File: src/hw/fetch_settings.svh
// ~~~~~~~~~~~~~~~~~~~~~~~~~~~~~~~~~~~~~~~~
// fetch front end settings
// group width, address width, boot address
// ~~~~~~~~~~~~~~~~~~~~~~~~~~~~~~~~~~~~~~~~

`ifndef FETCH_SETTINGS_SVH
`define FETCH_SETTINGS_SVH

`default_nettype none

`define FETCH_WIDTH 4            // instruction slots per fetch group
`define ADDR_WIDTH  32           // pc width in bits
`define RESET_PC    32'h0000_0000 // first fetch address after reset

`default_nettype wire

`endif

File: src/hw/fetch_types_pkg.sv
// ~~~~~~~~~~~~~~~~~~~~~~~~~~~~~~~~~~~~~~~~
// fetch_types_pkg
// types of the fetch pipeline: addresses,
// instruction words, groups and slot masks
// ~~~~~~~~~~~~~~~~~~~~~~~~~~~~~~~~~~~~~~~~

`include "fetch_settings.svh"

`default_nettype none

package fetch_types_pkg;

    typedef logic [`ADDR_WIDTH-1:0]    addr_t;      // pc or fetch address
    typedef logic [31:0]               inst_t;      // one instruction word

    // slot 0 sits in the low word
    typedef logic [`FETCH_WIDTH*32-1:0] group_t;

    typedef logic [`FETCH_WIDTH-1:0]   slot_mask_t; // one bit per slot
    typedef logic [$clog2(`FETCH_WIDTH)-1:0] slot_idx_t; // slot number

    // pc generator states
    typedef enum logic {
        FS_ISSUE,                                   // send next request
        FS_WAIT                                     // one request in flight
    } fetch_state_t;

endpackage

`default_nettype wire

File: src/hw/rv_isa_pkg.sv
// ~~~~~~~~~~~~~~~~~~~~~~~~~~~~~~~~~~~~~~~~
// rv_isa_pkg
// RISC-V encoding fields and the control
// transfer opcodes seen by the predictor
// ~~~~~~~~~~~~~~~~~~~~~~~~~~~~~~~~~~~~~~~~

`default_nettype none

package rv_isa_pkg;

    // major opcode, inst[6:0]
    typedef logic [6:0] opcode_t;

    // sign extended immediate, bit 0 always zero for B and J types
    typedef logic [31:0] imm_t;

    // control transfer opcodes
    localparam opcode_t OPC_BRANCH = 7'b1100011; // beq, bne, blt, bge, bltu, bgeu
    localparam opcode_t OPC_JAL    = 7'b1101111; // pc relative jump
    localparam opcode_t OPC_JALR   = 7'b1100111; // register indirect jump

endpackage

`default_nettype wire

File: src/hw/fetch_lane_if.sv
// ~~~~~~~~~~~~~~~~~~~~~~~~~~~~~~~~~~~~~~~~
// fetch_lane_if
// one instruction slot: feeder fills it,
// predictor adds its guess, drain reads it
// ~~~~~~~~~~~~~~~~~~~~~~~~~~~~~~~~~~~~~~~~

`default_nettype none
`timescale 1ns/10ps

interface fetch_lane_if;

    logic                   slot_valid;   // slot holds a live instruction
    fetch_types_pkg::addr_t slot_pc;      // pc of this slot
    fetch_types_pkg::inst_t slot_inst;    // raw instruction word
    logic                   pred_taken;   // predictor says taken
    fetch_types_pkg::addr_t pred_target;  // predicted target pc

    modport feed (
        output slot_valid, slot_pc, slot_inst
    );

    modport pred (
        input  slot_valid, slot_pc, slot_inst,
        output pred_taken, pred_target
    );

    modport drain (
        input slot_valid, slot_pc, slot_inst, pred_taken, pred_target
    );

endinterface

`default_nettype wire

File: src/hw/fetch_frontend.sv
// ~~~~~~~~~~~~~~~~~~~~~~~~~~~~~~~~~~~~~~~~
// fetch_frontend
// instruction fetch top: pc generator,
// slot feeder, predictor lanes, drain
// ~~~~~~~~~~~~~~~~~~~~~~~~~~~~~~~~~~~~~~~~

`include "fetch_settings.svh"

`default_nettype none
`timescale 1ns/10ps

module fetch_frontend (
    input  wire                         clk,
    input  wire                         rst_i,
    input  wire                         redirect_i,     // backend flush
    input  fetch_types_pkg::addr_t      redirect_pc_i,
    output logic                        imem_req_o,     // instruction memory
    output fetch_types_pkg::addr_t      imem_addr_o,
    input  wire                         imem_rvalid_i,
    input  fetch_types_pkg::group_t     imem_rdata_i,
    output logic                        out_valid_o,    // packet to decode
    input  wire                         out_ready_i,
    output fetch_types_pkg::addr_t      out_pc_o,
    output fetch_types_pkg::group_t     out_insts_o,
    output fetch_types_pkg::slot_mask_t out_mask_o
);

    logic                   grp_valid;
    fetch_types_pkg::addr_t grp_pc;
    logic                   pred_redirect;
    fetch_types_pkg::addr_t pred_target_pc;
    logic                   pack_empty;

    fetch_lane_if lane_if [`FETCH_WIDTH] ();         // one per slot

    fetch_pc_gen i_fetch_pc_gen (
        .clk              (clk),
        .rst_i            (rst_i),
        .redirect_i       (redirect_i),
        .redirect_pc_i    (redirect_pc_i),
        .pred_redirect_i  (pred_redirect),
        .pred_target_pc_i (pred_target_pc),
        .pack_empty_i     (pack_empty),
        .imem_rvalid_i    (imem_rvalid_i),
        .imem_req_o       (imem_req_o),
        .imem_addr_o      (imem_addr_o),
        .grp_valid_o      (grp_valid),
        .grp_pc_o         (grp_pc)
    );

    fetch_slot_split i_fetch_slot_split (
        .grp_valid_i (grp_valid),
        .grp_pc_i    (grp_pc),
        .grp_data_i  (imem_rdata_i),                 // raw group from memory
        .lanes       (lane_if)
    );

    for (genvar g = 0; g < `FETCH_WIDTH; g++) begin : g_bpu
        sbpu i_sbpu (
            .lane (lane_if[g])
        );
    end

    fetch_group_pack i_fetch_group_pack (
        .clk              (clk),
        .rst_i            (rst_i),
        .redirect_i       (redirect_i),
        .lanes            (lane_if),
        .pred_redirect_o  (pred_redirect),
        .pred_target_pc_o (pred_target_pc),
        .pack_empty_o     (pack_empty),
        .out_valid_o      (out_valid_o),
        .out_ready_i      (out_ready_i),
        .out_pc_o         (out_pc_o),
        .out_insts_o      (out_insts_o),
        .out_mask_o       (out_mask_o)
    );

endmodule

`default_nettype wire

File: src/hw/fetch_group_pack.sv
// ~~~~~~~~~~~~~~~~~~~~~~~~~~~~~~~~~~~~~~~~
// fetch_group_pack
// picks the first taken slot, trims the
// mask, registers the packet and steers
// the next fetch on a prediction
// ~~~~~~~~~~~~~~~~~~~~~~~~~~~~~~~~~~~~~~~~

`include "fetch_settings.svh"

`default_nettype none
`timescale 1ns/10ps

module fetch_group_pack (
    input  wire                         clk,
    input  wire                         rst_i,
    input  wire                         redirect_i,       // backend flush
    fetch_lane_if.drain                 lanes [`FETCH_WIDTH],
    output logic                        pred_redirect_o,  // some slot taken
    output fetch_types_pkg::addr_t      pred_target_pc_o,
    output logic                        pack_empty_o,
    output logic                        out_valid_o,
    input  wire                         out_ready_i,
    output fetch_types_pkg::addr_t      out_pc_o,
    output fetch_types_pkg::group_t     out_insts_o,
    output fetch_types_pkg::slot_mask_t out_mask_o
);

    fetch_types_pkg::slot_mask_t valid_vec;
    fetch_types_pkg::slot_mask_t taken_vec;
    fetch_types_pkg::slot_mask_t keep_vec;            // slots up to first taken
    fetch_types_pkg::slot_mask_t trim_mask;
    fetch_types_pkg::addr_t      pc_arr  [`FETCH_WIDTH];
    fetch_types_pkg::addr_t      tgt_arr [`FETCH_WIDTH];
    fetch_types_pkg::inst_t      inst_arr [`FETCH_WIDTH];
    fetch_types_pkg::group_t     grp_data;
    fetch_types_pkg::slot_idx_t  hit_idx;             // first taken slot
    fetch_types_pkg::slot_idx_t  first_idx;           // first valid slot
    logic                        hit;
    logic                        grp_any;             // group arrived
    logic                        pkt_valid_q;

    for (genvar g = 0; g < `FETCH_WIDTH; g++) begin : g_lane
        assign valid_vec[g] = lanes[g].slot_valid;
        assign taken_vec[g] = lanes[g].pred_taken;
        assign pc_arr[g]    = lanes[g].slot_pc;
        assign tgt_arr[g]   = lanes[g].pred_target;
        assign inst_arr[g]  = lanes[g].slot_inst;
        assign keep_vec[g]  = ~hit | (fetch_types_pkg::slot_idx_t'(g) <= hit_idx);
    end

    // downward scan, lowest index wins
    always_comb begin
        hit       = 1'b0;
        hit_idx   = '0;
        first_idx = '0;
        for (int i = `FETCH_WIDTH - 1; i >= 0; i--) begin
            if (valid_vec[i] && taken_vec[i]) begin
                hit     = 1'b1;
                hit_idx = fetch_types_pkg::slot_idx_t'(i);
            end
            if (valid_vec[i])
                first_idx = fetch_types_pkg::slot_idx_t'(i);
        end
    end

    always_comb begin
        grp_data = '0;
        for (int i = 0; i < `FETCH_WIDTH; i++)
            grp_data[32*i +: 32] = inst_arr[i];       // rebuild, slot 0 low
    end

    assign grp_any          = |valid_vec;
    assign trim_mask        = valid_vec & keep_vec;   // drop shadow of taken slot
    assign pred_redirect_o  = hit;
    assign pred_target_pc_o = tgt_arr[hit_idx];
    assign pack_empty_o     = ~pkt_valid_q;
    assign out_valid_o      = pkt_valid_q;

    always_ff @(posedge clk) begin
        if (rst_i)
            pkt_valid_q <= 1'b0;
        else if (redirect_i)
            pkt_valid_q <= 1'b0;                      // old path gone
        else if (grp_any)
            pkt_valid_q <= 1'b1;                      // only arrives when empty
        else if (out_ready_i)
            pkt_valid_q <= 1'b0;                      // consumed
    end

    // payload, held while waiting for ready
    always_ff @(posedge clk) begin
        if (grp_any && !redirect_i) begin
            out_pc_o    <= pc_arr[first_idx];
            out_insts_o <= grp_data;
            out_mask_o  <= trim_mask;
        end
    end

endmodule

`default_nettype wire

File: src/hw/fetch_pc_gen.sv
// ~~~~~~~~~~~~~~~~~~~~~~~~~~~~~~~~~~~~~~~~
// fetch_pc_gen
// pc register and request sequencer for
// instruction memory, one request in flight
// drops responses made stale by a redirect
// ~~~~~~~~~~~~~~~~~~~~~~~~~~~~~~~~~~~~~~~~

`include "fetch_settings.svh"

`default_nettype none
`timescale 1ns/10ps

module fetch_pc_gen (
    input  wire                     clk,
    input  wire                     rst_i,
    input  wire                     redirect_i,        // backend flush
    input  fetch_types_pkg::addr_t  redirect_pc_i,     // flush target
    input  wire                     pred_redirect_i,   // taken slot in group
    input  fetch_types_pkg::addr_t  pred_target_pc_i,  // its target
    input  wire                     pack_empty_i,      // packet reg free
    input  wire                     imem_rvalid_i,     // response pulse
    output logic                    imem_req_o,        // request pulse
    output fetch_types_pkg::addr_t  imem_addr_o,
    output logic                    grp_valid_o,       // filtered response
    output fetch_types_pkg::addr_t  grp_pc_o           // pc that was requested
);

    localparam fetch_types_pkg::addr_t GRP_BYTES =
        fetch_types_pkg::addr_t'(`FETCH_WIDTH * 4);    // bytes per group

    fetch_types_pkg::fetch_state_t state_q;
    fetch_types_pkg::addr_t        pc_q;               // next or current fetch pc
    fetch_types_pkg::addr_t        seq_pc;             // next aligned group
    logic                          stale_q;            // in-flight rsp is dead
    logic                          rsp_fire;           // response for our request

    assign seq_pc      = (pc_q & ~(GRP_BYTES - 1'b1)) + GRP_BYTES;
    assign rsp_fire    = imem_rvalid_i & (state_q == fetch_types_pkg::FS_WAIT);
    assign grp_valid_o = rsp_fire & ~stale_q;          // swallow stale data
    assign grp_pc_o    = pc_q;                         // unchanged while waiting
    assign imem_addr_o = pc_q;

    always_ff @(posedge clk) begin
        if (rst_i) begin
            state_q    <= fetch_types_pkg::FS_ISSUE;
            stale_q    <= 1'b0;
            imem_req_o <= 1'b0;
            pc_q       <= `RESET_PC;
        end else begin
            imem_req_o <= 1'b0;                        // single cycle pulse
            case (state_q)
                fetch_types_pkg::FS_ISSUE: begin
                    if (redirect_i) begin
                        pc_q <= redirect_pc_i;         // retarget, issue next cycle
                    end else if (pack_empty_i) begin
                        imem_req_o <= 1'b1;
                        state_q    <= fetch_types_pkg::FS_WAIT;
                    end
                end
                fetch_types_pkg::FS_WAIT: begin
                    if (rsp_fire) begin
                        state_q <= fetch_types_pkg::FS_ISSUE;
                        stale_q <= 1'b0;
                        if (redirect_i)
                            pc_q <= redirect_pc_i;     // flush beats prediction
                        else if (!stale_q)
                            pc_q <= pred_redirect_i ? pred_target_pc_i : seq_pc;
                    end else if (redirect_i) begin
                        stale_q <= 1'b1;               // kill the pending response
                        pc_q    <= redirect_pc_i;
                    end
                end
                default: state_q <= fetch_types_pkg::FS_ISSUE;
            endcase
        end
    end

endmodule

`default_nettype wire

File: src/hw/fetch_slot_split.sv
// ~~~~~~~~~~~~~~~~~~~~~~~~~~~~~~~~~~~~~~~~
// fetch_slot_split
// cuts a fetch group into slots, gives each
// its pc and masks slots below the start
// ~~~~~~~~~~~~~~~~~~~~~~~~~~~~~~~~~~~~~~~~

`include "fetch_settings.svh"

`default_nettype none
`timescale 1ns/10ps

module fetch_slot_split (
    input  wire                      grp_valid_i,
    input  fetch_types_pkg::addr_t   grp_pc_i,     // may point mid-group
    input  fetch_types_pkg::group_t  grp_data_i,
    fetch_lane_if.feed               lanes [`FETCH_WIDTH]
);

    fetch_types_pkg::slot_idx_t start_idx;         // first live slot
    fetch_types_pkg::addr_t     base_pc;           // group aligned pc

    assign start_idx = grp_pc_i[2 +: $bits(fetch_types_pkg::slot_idx_t)];
    assign base_pc   = grp_pc_i & ~fetch_types_pkg::addr_t'(`FETCH_WIDTH * 4 - 1);

    for (genvar g = 0; g < `FETCH_WIDTH; g++) begin : g_slot
        // slots skipped by a jump into the group stay dead
        assign lanes[g].slot_valid = grp_valid_i &
                                     (fetch_types_pkg::slot_idx_t'(g) >= start_idx);
        assign lanes[g].slot_pc    = base_pc + fetch_types_pkg::addr_t'(4 * g);
        assign lanes[g].slot_inst  = grp_data_i[32*g +: 32]; // slot 0 low word
    end

endmodule

`default_nettype wire

File: src/hw/sbpu.sv
// ~~~~~~~~~~~~~~~~~~~~~~~~~~~~~~~~~~~~~~~~
// sbpu
// static branch prediction for one slot:
// backward branches and JAL taken
// ~~~~~~~~~~~~~~~~~~~~~~~~~~~~~~~~~~~~~~~~

`default_nettype none
`timescale 1ns/10ps

module sbpu (
    fetch_lane_if.pred lane
);

    rv_isa_pkg::opcode_t    opcode;
    rv_isa_pkg::imm_t       b_imm;      // branch offset
    rv_isa_pkg::imm_t       j_imm;      // jal offset
    logic                   taken;      // before slot valid
    fetch_types_pkg::addr_t target;

    assign opcode = lane.slot_inst[6:0];

    assign b_imm = {{20{lane.slot_inst[31]}}, lane.slot_inst[7],
                    lane.slot_inst[30:25], lane.slot_inst[11:8], 1'b0};
    assign j_imm = {{12{lane.slot_inst[31]}}, lane.slot_inst[19:12],
                    lane.slot_inst[20], lane.slot_inst[30:21], 1'b0};

    always_comb begin
        taken  = 1'b0;
        target = lane.slot_pc + fetch_types_pkg::addr_t'(b_imm);
        case (opcode)
            rv_isa_pkg::OPC_BRANCH: begin
                taken = b_imm[31];                          // backward only, loops
            end
            rv_isa_pkg::OPC_JAL: begin
                taken  = 1'b1;                              // always taken
                target = lane.slot_pc + fetch_types_pkg::addr_t'(j_imm);
            end
            rv_isa_pkg::OPC_JALR: begin
                taken = 1'b0;                               // target in a register
            end
            default: taken = 1'b0;
        endcase
    end

    assign lane.pred_taken  = lane.slot_valid & taken;
    assign lane.pred_target = target;

endmodule

`default_nettype wire

File: config.mk
export PLATFORM = sky130hd
export DESIGN_NAME = fetch_frontend
export DESIGN_NICKNAME = d
export VERILOG_FILES = /design/src/hw/fetch_types_pkg.sv /design/src/hw/rv_isa_pkg.sv /design/src/hw/fetch_lane_if.sv /design/src/hw/fetch_frontend.sv /design/src/hw/fetch_group_pack.sv /design/src/hw/fetch_pc_gen.sv /design/src/hw/fetch_slot_split.sv /design/src/hw/sbpu.sv
export VERILOG_INCLUDE_DIRS = /design/src /design/src/hw
export SDC_FILE = /design/constraint.sdc
export NUM_CORES = 1
export LEC_CHECK = 0
export ABC_AREA = 1
export BUFFER_PORTS_ARGS = -buffer_cell sky130_fd_sc_hd__buf_2
export CAP_MARGIN = 40
export CORE_MARGIN = 1
export CORE_UTILIZATION = 50
export DETAILED_ROUTE_END_ITERATION = 10
export PLACE_DENSITY = 0.74
export SLEW_MARGIN = 0
export SYNTH_ARGS = -nofsm -noshare
export SYNTH_HDL_FRONTEND = slang
export SYNTH_SLANG_ARGS = --single-unit
File: constraint.sdc
create_clock -name clk -period 12.72 [get_ports clk]
set_input_delay 1.908 -clock clk [delete_from_list [all_inputs] [get_ports clk]]
set_output_delay 1.908 -clock clk [all_outputs]
set_load 0.02 [all_outputs]
==> results of run 1 <==
==> through the flow <==
step | total power [W] | std cells | setup slack [ps]
6_report | 0.00196 | 3058 | 6900
3_3_place_gp | 0.00140 | 3020 | 6810
3_5_place_dp | 0.00141 | 3025 | 6610
2_1_floorplan | 0.00119 | 2269 | 2770
5_1_grt | 0.00204 | 3057 | 6510
4_1_cts | 0.00194 | 3057 | 7070
==> sequential cells by signal, summed over array words and instances (netlist names) <==
| signal | cells |
|---|---|
| i_fetch_pc_gen.state_q | 1 |
| i_fetch_group_pack.out_pc_o | 30 |
| i_fetch_group_pack.out_valid_o | 1 |
| i_fetch_group_pack.out_insts_o | 128 |
| i_fetch_group_pack.out_mask_o | 4 |
| i_fetch_pc_gen.imem_req_o | 1 |
| i_fetch_pc_gen.grp_pc_o | 32 |
| i_fetch_pc_gen.stale_q | 1 |
==> worst register-to-register path, cell delays in order, from the launching register on <==
cell	delay (ps)
dfxtp_1	600
nand2_2	430
nor2_4	350
inv_2	160
nor2_4	180
inv_2	90
a21oi_2	130
nand2_2	100
nand2_2	100
nand2_4	410
inv_4	670
o21ai_0	340
o211ai_1	200
nand3_1	160
o21ai_0	150
nand2_1	120
a21oi_1	160
nor2_1	50
nor2_1	80
==> synthesized netlist by cell type (12+ instances only) <==
library cell and instances:
nand2_1 548, inv_1 248, nor2_1 223, a21oi_1 205, o21ai_0 184, edfxtp_1 162, nand3_1 152, ha_1 120
nor3_1 44, xor2_1 40, dfxtp_1 36, nand4_1 29, clkbuf_1 25, o21bai_1 21, a21o_1 19, xnor2_1 19
a31oi_1 17, o211ai_1 16, a211oi_1 13, buf_2 12, or2_2 12
==> per-layer routing <==
layer,GRT usage,wire length [um]
met3,0.0749,6490
met2,0.649,30300
met4,0.227,4080
met5,0,0
met1,0.490,26100
==> cells by family (layout without fill, tap and decap cells) <==
family | count (synthesis) | count (layout) | share of synthesized area
buffers and inverters | 310 | 663 | 0.0771
muxes | 6 | 6 | 0.00390
and+or+nand+nor | 1052 | 1052 | 0.273
xor gates and xnor gates | 59 | 59 | 0.0316
adders and majority gates | 122 | 122 | 0.0942
DFF | 198 | 198 | 0.341
other | 1 | 3 | 0.000229
AOI/OAI and AO/OA | 520 | 520 | 0.178
==> area by class of cell <==
cell class | count | area share
antenna | 1 | 0.000131
clock inverter | 15 | 0.00745
clock buffer | 17 | 0.0222
tap | 435 | 0.0284
inverter | 256 | 0.0503
multi-input combinational | 1761 | 0.497
timing repair buffer | 375 | 0.103
sequential | 198 | 0.292
==> worst paths after layout <==
kind / endpoint / start / cells past startpoint
max: i_fetch_pc_gen.grp_pc_o[30] / imem_rdata_i[6] / 26
min: i_fetch_pc_gen.imem_req_o / i_fetch_group_pack.out_valid_o / 1
max reg2reg: i_fetch_pc_gen.grp_pc_o[12] / i_fetch_pc_gen.state_q / 18
min reg2reg: i_fetch_pc_gen.imem_req_o / i_fetch_group_pack.out_valid_o / 1
==> report_power, final <==
group / internal, W / switching [W]
registers: 0.000730 / 0.0000499
logic: 0.000211 / 0.000426
clock network: 0.000275 / 0.000269
total: 0.00122 / 0.000745
==> metrics.md, run 1 <==
| Metric | Value |
|---|---|
| Wire length of the first global-routing pass | 99000 um |
| Register-to-register setup slack | 8180 ps |
| Clock latency on the worst-skew pair | between 400 and 500 ps |
| Most common library cell in the layout ignoring fill and taps | nand2_1 |
| Count of pins over their slew limit | 0 |
| Sum of buffers and inverters on the critical path | 3 |
| Area share of the leading cell type in the synthesized netlist | 0.297 |
| Depth of the CTS H-tree | 4 |
| Total global-route track usage | 0.396 |
| Combined area of the multi-input logic cells | 0.00952 mm^2 |
| Longest Clk Path Bufs | 2 |
| Cell area reported after detailed placement | about 0.019 mm^2 |
| Setup TNS | 0 ps |
| Die H | about 180 um |
| Final hold violations | 0 |
| Setup repair after global routing missed its margin | false |
| Fraction of the cycle the final worst path needs | 0.458 |
| Cell type with the largest total area after synthesis | edfxtp_1 |
| Detailed-route via count | between 15000 and 20000 |
| Number of port buffers | 360 |
| CTS clk-pin slew, worst paths | 90 ps |
| Total number of clock tree sinks | 198 |
| Area Growth Syn to Fin | 17.1% |
| Fmax achieved | 172 MHz |
| EDFF count, synth | 162 |
| Post-synthesis cell type count | 65 |
| Number of top-level pins | approximately 360 |
| Antenna violations before repair | 0 |
| Most Frequent Cell on Critical Path | nand2_1 |
| Storage cell area | 0.00559 mm^2 |
| Top cells by area, synth | edfxtp_1 30%, nand2_1 13%, ha_1 9.2% |
| Buffers inserted during post-CTS setup optimization | 0 |
| Clock root buffer | clkbuf_16 |
| Critical path endpoint category | flip-flop |
| Number of DRC markers after the initial detailed-route iteration | between 1500 and 2000 |
| Hold buffer count at cts | 0 |
| Resized cells post-CTS | 0 |
| Aggregate routed wire length | ~67000 um |
| Required arrival time at the worst endpoint | about 13000 ps |
| Routed vias/inst | slightly below 6 |
| Top flip-flop cell by instance count after synthesis | edfxtp_1 |
| Crit Path Max Fanout | 15 |
| Final critical-path required period | 5820 ps |
| Final std cell area, no fill | ~0.019 mm^2 |
| Router iterations before antenna repair | 7 |
| Synth async-reset ratio | 0 |
| Final setup vio count | 0 |
| GRT overflow | 0 |
| Number of nets with antenna violations after detailed routing | 0 |
| Startpoint-to-endpoint class of the critical path | in2reg |
| RePlAce Congestion | between 1 and 1.5 |
| Total power density per cell area | 102 mW/mm^2 |
| Clock tree from TritonCTS | built |
| Flop and latch count out of synthesis | 198 |
| Cell type of the slowest stage on the worst timing path | nand4_1 |
| Synthesized area | 0.0164 mm^2 |
| Nature of the critical path startpoint | primary input |
| Top delay family on crit path | simple AND/OR/NAND/NOR gates |
| Synthesized netlist cell count | 2268 |
| DRC errors left | 0 |
| Via count of the first global-routing pass | 17000 |
| Syn avg cell area | 7.21 um^2 |
| Clk_skew | 11.3 ps |
| Run status | complete, no violations |
| Max-capacitance violation count | 0 |
| Tightest hold margin | ~500 ps |
| Cell row count | 65 |
| Initial core utilization | 0.513 |
| Worst VDD drop | 0.0915 mV |
| Number of buffers created by CTS | 17 |
| Transition time at the pin with the least slew margin | 992 ps |
| Routed len/inst | 21.9 um |
| Remaining max-slew budget at the tightest pin | 0.339 |
| Sequential element share of the synthesized area | 0.341 |
| Maximum number of pins on one net before global-route repair | 164 |
| Leakage | 9.05 nW |
| Floorplan Core Area | 0.0319 mm^2 |
| Class of the tightest hold or removal check | reg2reg |
| Count of filler cells inserted in the layout | between 3000 and 4000 |
| Leading cell types in the layout, fill and taps excluded | 548 x nand2_1, 360 x buf_2, 248 x inv_1 |
| Final design utilization | 0.601 |
| Die outline width | about 180 um |
| Total Die Area | 0.0334 mm^2 |
| Delay of the slowest critical-path stage | 540 ps |
| Crit path DAT | 6230 ps |
| Half-perimeter wire length after detailed placement | 51900 um |
| Synth Warn # | 0 |
| Layout Nets | ~2900 |
| Share of layout cells above drive strength 1 | 0.173 |
(Power assumes the default switching activity.)
==> run 2: changes to the inputs <==
PLACE_DENSITY = 0.77   (was 0.74)
clock period = 5.3 ns   (was 12.72 ns; I/O delays follow)
==> run 2 against run 1 <==
  * Utilization increased by 0.50 points
  * Total power increased by 140%
  * Final cell count increased by 0.56%
  * Routed wire length decreased by 2.2%
  * Critical path type unchanged
==> metrics.md, run 2 (same netlist as run 1, synthesis figures left out) <==
| Metric | Value |
|---|---|
| Endpoint of the worst setup timing path | i_fetch_pc_gen.grp_pc_o[27] (was i_fetch_pc_gen.grp_pc_o[30]) |
| Register-to-register setup slack | 1380 ps (was 8180 ps) |
| Via count of the first global-routing pass | 16600 (was 17000) |
| Antenna violations before repair | 0 (unchanged) |
| Required arrival time at the worst endpoint | 5650 ps (was 13130 ps) |
| Count of filler cells inserted in the layout | 3071 (was 3003) |
| GRT overflow | 0 (unchanged) |
| Critical path endpoint category | flip-flop (unchanged) |
| Transition time at the pin with the least slew margin | 986 ps (was 992 ps) |
| Number of DRC markers after the initial detailed-route iteration | 1869 (was 1891) |
| Cell area reported after detailed placement | 0.0187 mm^2 (was 0.0186 mm^2) |
| Startpoint-to-endpoint class of the critical path | in2reg (unchanged) |
| Reg-to-reg startpoint | i_fetch_pc_gen.state_q (unchanged) |
| Worst R2R Path Depth | 14 (was 18) |
| Total Die Area | 0.0334 mm^2 (unchanged) |
| Class of the tightest hold or removal check | reg2reg (unchanged) |
| Leading cell types in the layout, fill and taps excluded | 548 x nand2_1, 360 x buf_2, 248 x inv_1 (unchanged) |
| Number of buffers created by CTS | 17 (unchanged) |
| Clock tree from TritonCTS | built (unchanged) |
| Total global-route track usage | 0.387 (was 0.396) |
| Die outline width | 183 um (unchanged) |
| Number of nets with antenna violations after detailed routing | 0 (unchanged) |
| Nature of the critical path startpoint | primary input (unchanged) |
| Final setup vio count | 0 (unchanged) |
| Crit Path Max Fanout | 17 (was 15) |
| Share of layout cells above drive strength 1 | 0.180 (was 0.173) |
| Total number of clock tree sinks | 198 (unchanged) |
| Routed vias/inst | 5.88 (was 5.92) |
| Most common library cell in the layout ignoring fill and taps | nand2_1 (unchanged) |
| Area Growth Syn to Fin | 18.0% (was 17.1%) |
| Max-capacitance violation count | 0 (unchanged) |
| Largest register FFs | 128 (unchanged) |
| Cell row count | 65 (unchanged) |
| Largest Register | i_fetch_group_pack.out_insts_o (unchanged) |
| Routed len/inst | 21.3 um (was 21.9 um) |
| DRC errors left | 0 (unchanged) |
| Clock latency on the worst-skew pair | 470 ps (was 480 ps) |
| Final hold violations | 0 (unchanged) |
| Worst setup path startpoint | imem_rdata_i[69] (was imem_rdata_i[6]) |
| Count of pins over their slew limit | 0 (unchanged) |
| Layout Nets | 2914 (was 2896) |
| Clock root buffer | clkbuf_16 (unchanged) |
| Maximum number of pins on one net before global-route repair | 83 (was 164) |
| Leakage | 9.14 nW (was 9.05 nW) |
| Storage cell area | 0.00559 mm^2 (unchanged) |
| Fraction of the cycle the final worst path needs | 0.787 |
| Number of port buffers | 360 (unchanged) |
| Total power density per cell area | 245 mW/mm^2 (was 102 mW/mm^2) |
| Worst VDD drop | 0.230 mV (was 0.0915 mV) |
| Aggregate routed wire length | 65500 um (was 67000 um) |
| Reg2Reg Capture Point | i_fetch_pc_gen.grp_pc_o[6] (was i_fetch_pc_gen.grp_pc_o[12]) |
| Setup TNS | 0 ps (unchanged) |
| Combined area of the multi-input logic cells | 0.00952 mm^2 (unchanged) |
| Router iterations before antenna repair | 5 (was 7) |
| Tightest hold margin | 482 ps (was 498 ps) |
| Longest Clk Path Bufs | 2 (unchanged) |
| Resized cells post-CTS | 0 (unchanged) |
| Final std cell area, no fill | 0.0193 mm^2 (was 0.0192 mm^2) |
| Run status | complete, no violations (unchanged) |
| Final critical-path required period | approximately 4200 ps |
| Buffers inserted during post-CTS setup optimization | 0 (unchanged) |
| Clk_skew | 7.92 ps (was 11.3 ps) |
| Hold buffer count at cts | 0 (unchanged) |
| Fmax achieved | 240 MHz |
| Number of top-level pins | 363 (unchanged) |
| Remaining max-slew budget at the tightest pin | 0.341 (was 0.339) |
| Setup repair after global routing missed its margin | false (unchanged) |
| Detailed-route via count | 18100 (about the same) |
| Floorplan Core Area | 0.0319 mm^2 (unchanged) |
| Crit path DAT | 4520 ps (was 6230 ps) |
| RePlAce Congestion | 1.04 (about the same) |
| Wire length of the first global-routing pass | 96600 um (was 99000 um) |
| CTS clk-pin slew, worst paths | 80 ps (was 90 ps) |
| Initial core utilization | 0.513 (unchanged) |
| Half-perimeter wire length after detailed placement | 51100 um (was 51900 um) |
| Die H | 183 um (unchanged) |
| Depth of the CTS H-tree | 4 (unchanged) |
| Diodes inserted | 0 (was 1) |
-- run 2: cell count changes in the layout (fill, tap and decap cells not counted), sizes merged --
cell	previous run	this run
buf	375	393
bufinv	1	0
inv	262	264
clkinv	5	4
diode	1	0
-- run 2: report_power, final --
part,switching [W],internal [W]
logic,0.00105,0.000519
clock network,0.000672,0.000630
registers,0.000108,0.00175
-- run 2: layer usage --
| layer | track usage | vias to the layer above | wire (um) | part of all wire |
|---|---|---|---|---|
| li1 | - | 8484 | - | - |
| met1 | 0.480 | 8304 | 25600 | 0.39 |
| met2 | 0.614 | 1106 | 28700 | 0.44 |
| met3 | 0.0880 | 195 | 6900 | 0.11 |
| met4 | 0.236 | 0 | 4340 | 0.066 |
| met5 | 0 | - | 0 | 0 |
-- run 2: layout make-up --
| class | count | share of cell area |
|---|---|---|
| sequential | 198 | 0.289 |
| multi-input combinational | 1761 | 0.493 |
| clock buffer | 17 | 0.0220 |
| clock inverter | 15 | 0.00803 |
| tap | 435 | 0.0282 |
| timing repair buffer | 393 | 0.109 |
| inverter | 256 | 0.0499 |
-- run 2: critical path, cell delays in order --
cell	delay, ps
buf_2	90
inv_1	40
nor2_1	140
nand3_2	330
nand2_1	340
o21ai_0	140
inv_1	80
ha_1	280
inv_1	90
o21ai_0	130
a21oi_1	470
o21ai_0	170
nand2_1	90
nand3_1	200
nand3_1	140
nand3_1	80
or2_2	280
nand3_1	110
o21ai_0	170
nand2_1	110
nand2_1	100
nand2_1	70
a21oi_1	60
-- run 2: worst min path at each step --
stage	start	cells after the start	end	slack, ps
detailed placement	i_fetch_group_pack.out_valid_o	1	i_fetch_pc_gen.imem_req_o	470
finish	i_fetch_group_pack.out_valid_o	1	i_fetch_pc_gen.imem_req_o	480
global route	imem_rdata_i[18]	1	i_fetch_group_pack.out_insts_o[18]	500
CTS	i_fetch_group_pack.out_valid_o	1	i_fetch_pc_gen.imem_req_o	480
floorplan	i_fetch_pc_gen.stale_q	2	i_fetch_pc_gen.stale_q	530
global placement	i_fetch_group_pack.out_valid_o	1	i_fetch_pc_gen.imem_req_o	460
-- run 2: per-stage QoR --
| stage | setup WS, ps | total power [W] | util | instances |
|---|---|---|---|---|
| 6_report | 1130 | 0.00473 | 0.606 | 3075 |
| 3_5_place_dp | 774 | 0.00341 | 0.588 | 3043 |
| 5_1_grt | 827 | 0.00494 | 0.606 | 3075 |
| 3_3_place_gp | 761 | 0.00338 | 0.585 | 3039 |
| 2_1_floorplan | 1050 | 0.00284 | - | 2269 |
| 4_1_cts | 1240 | 0.00470 | 0.606 | 3075 |
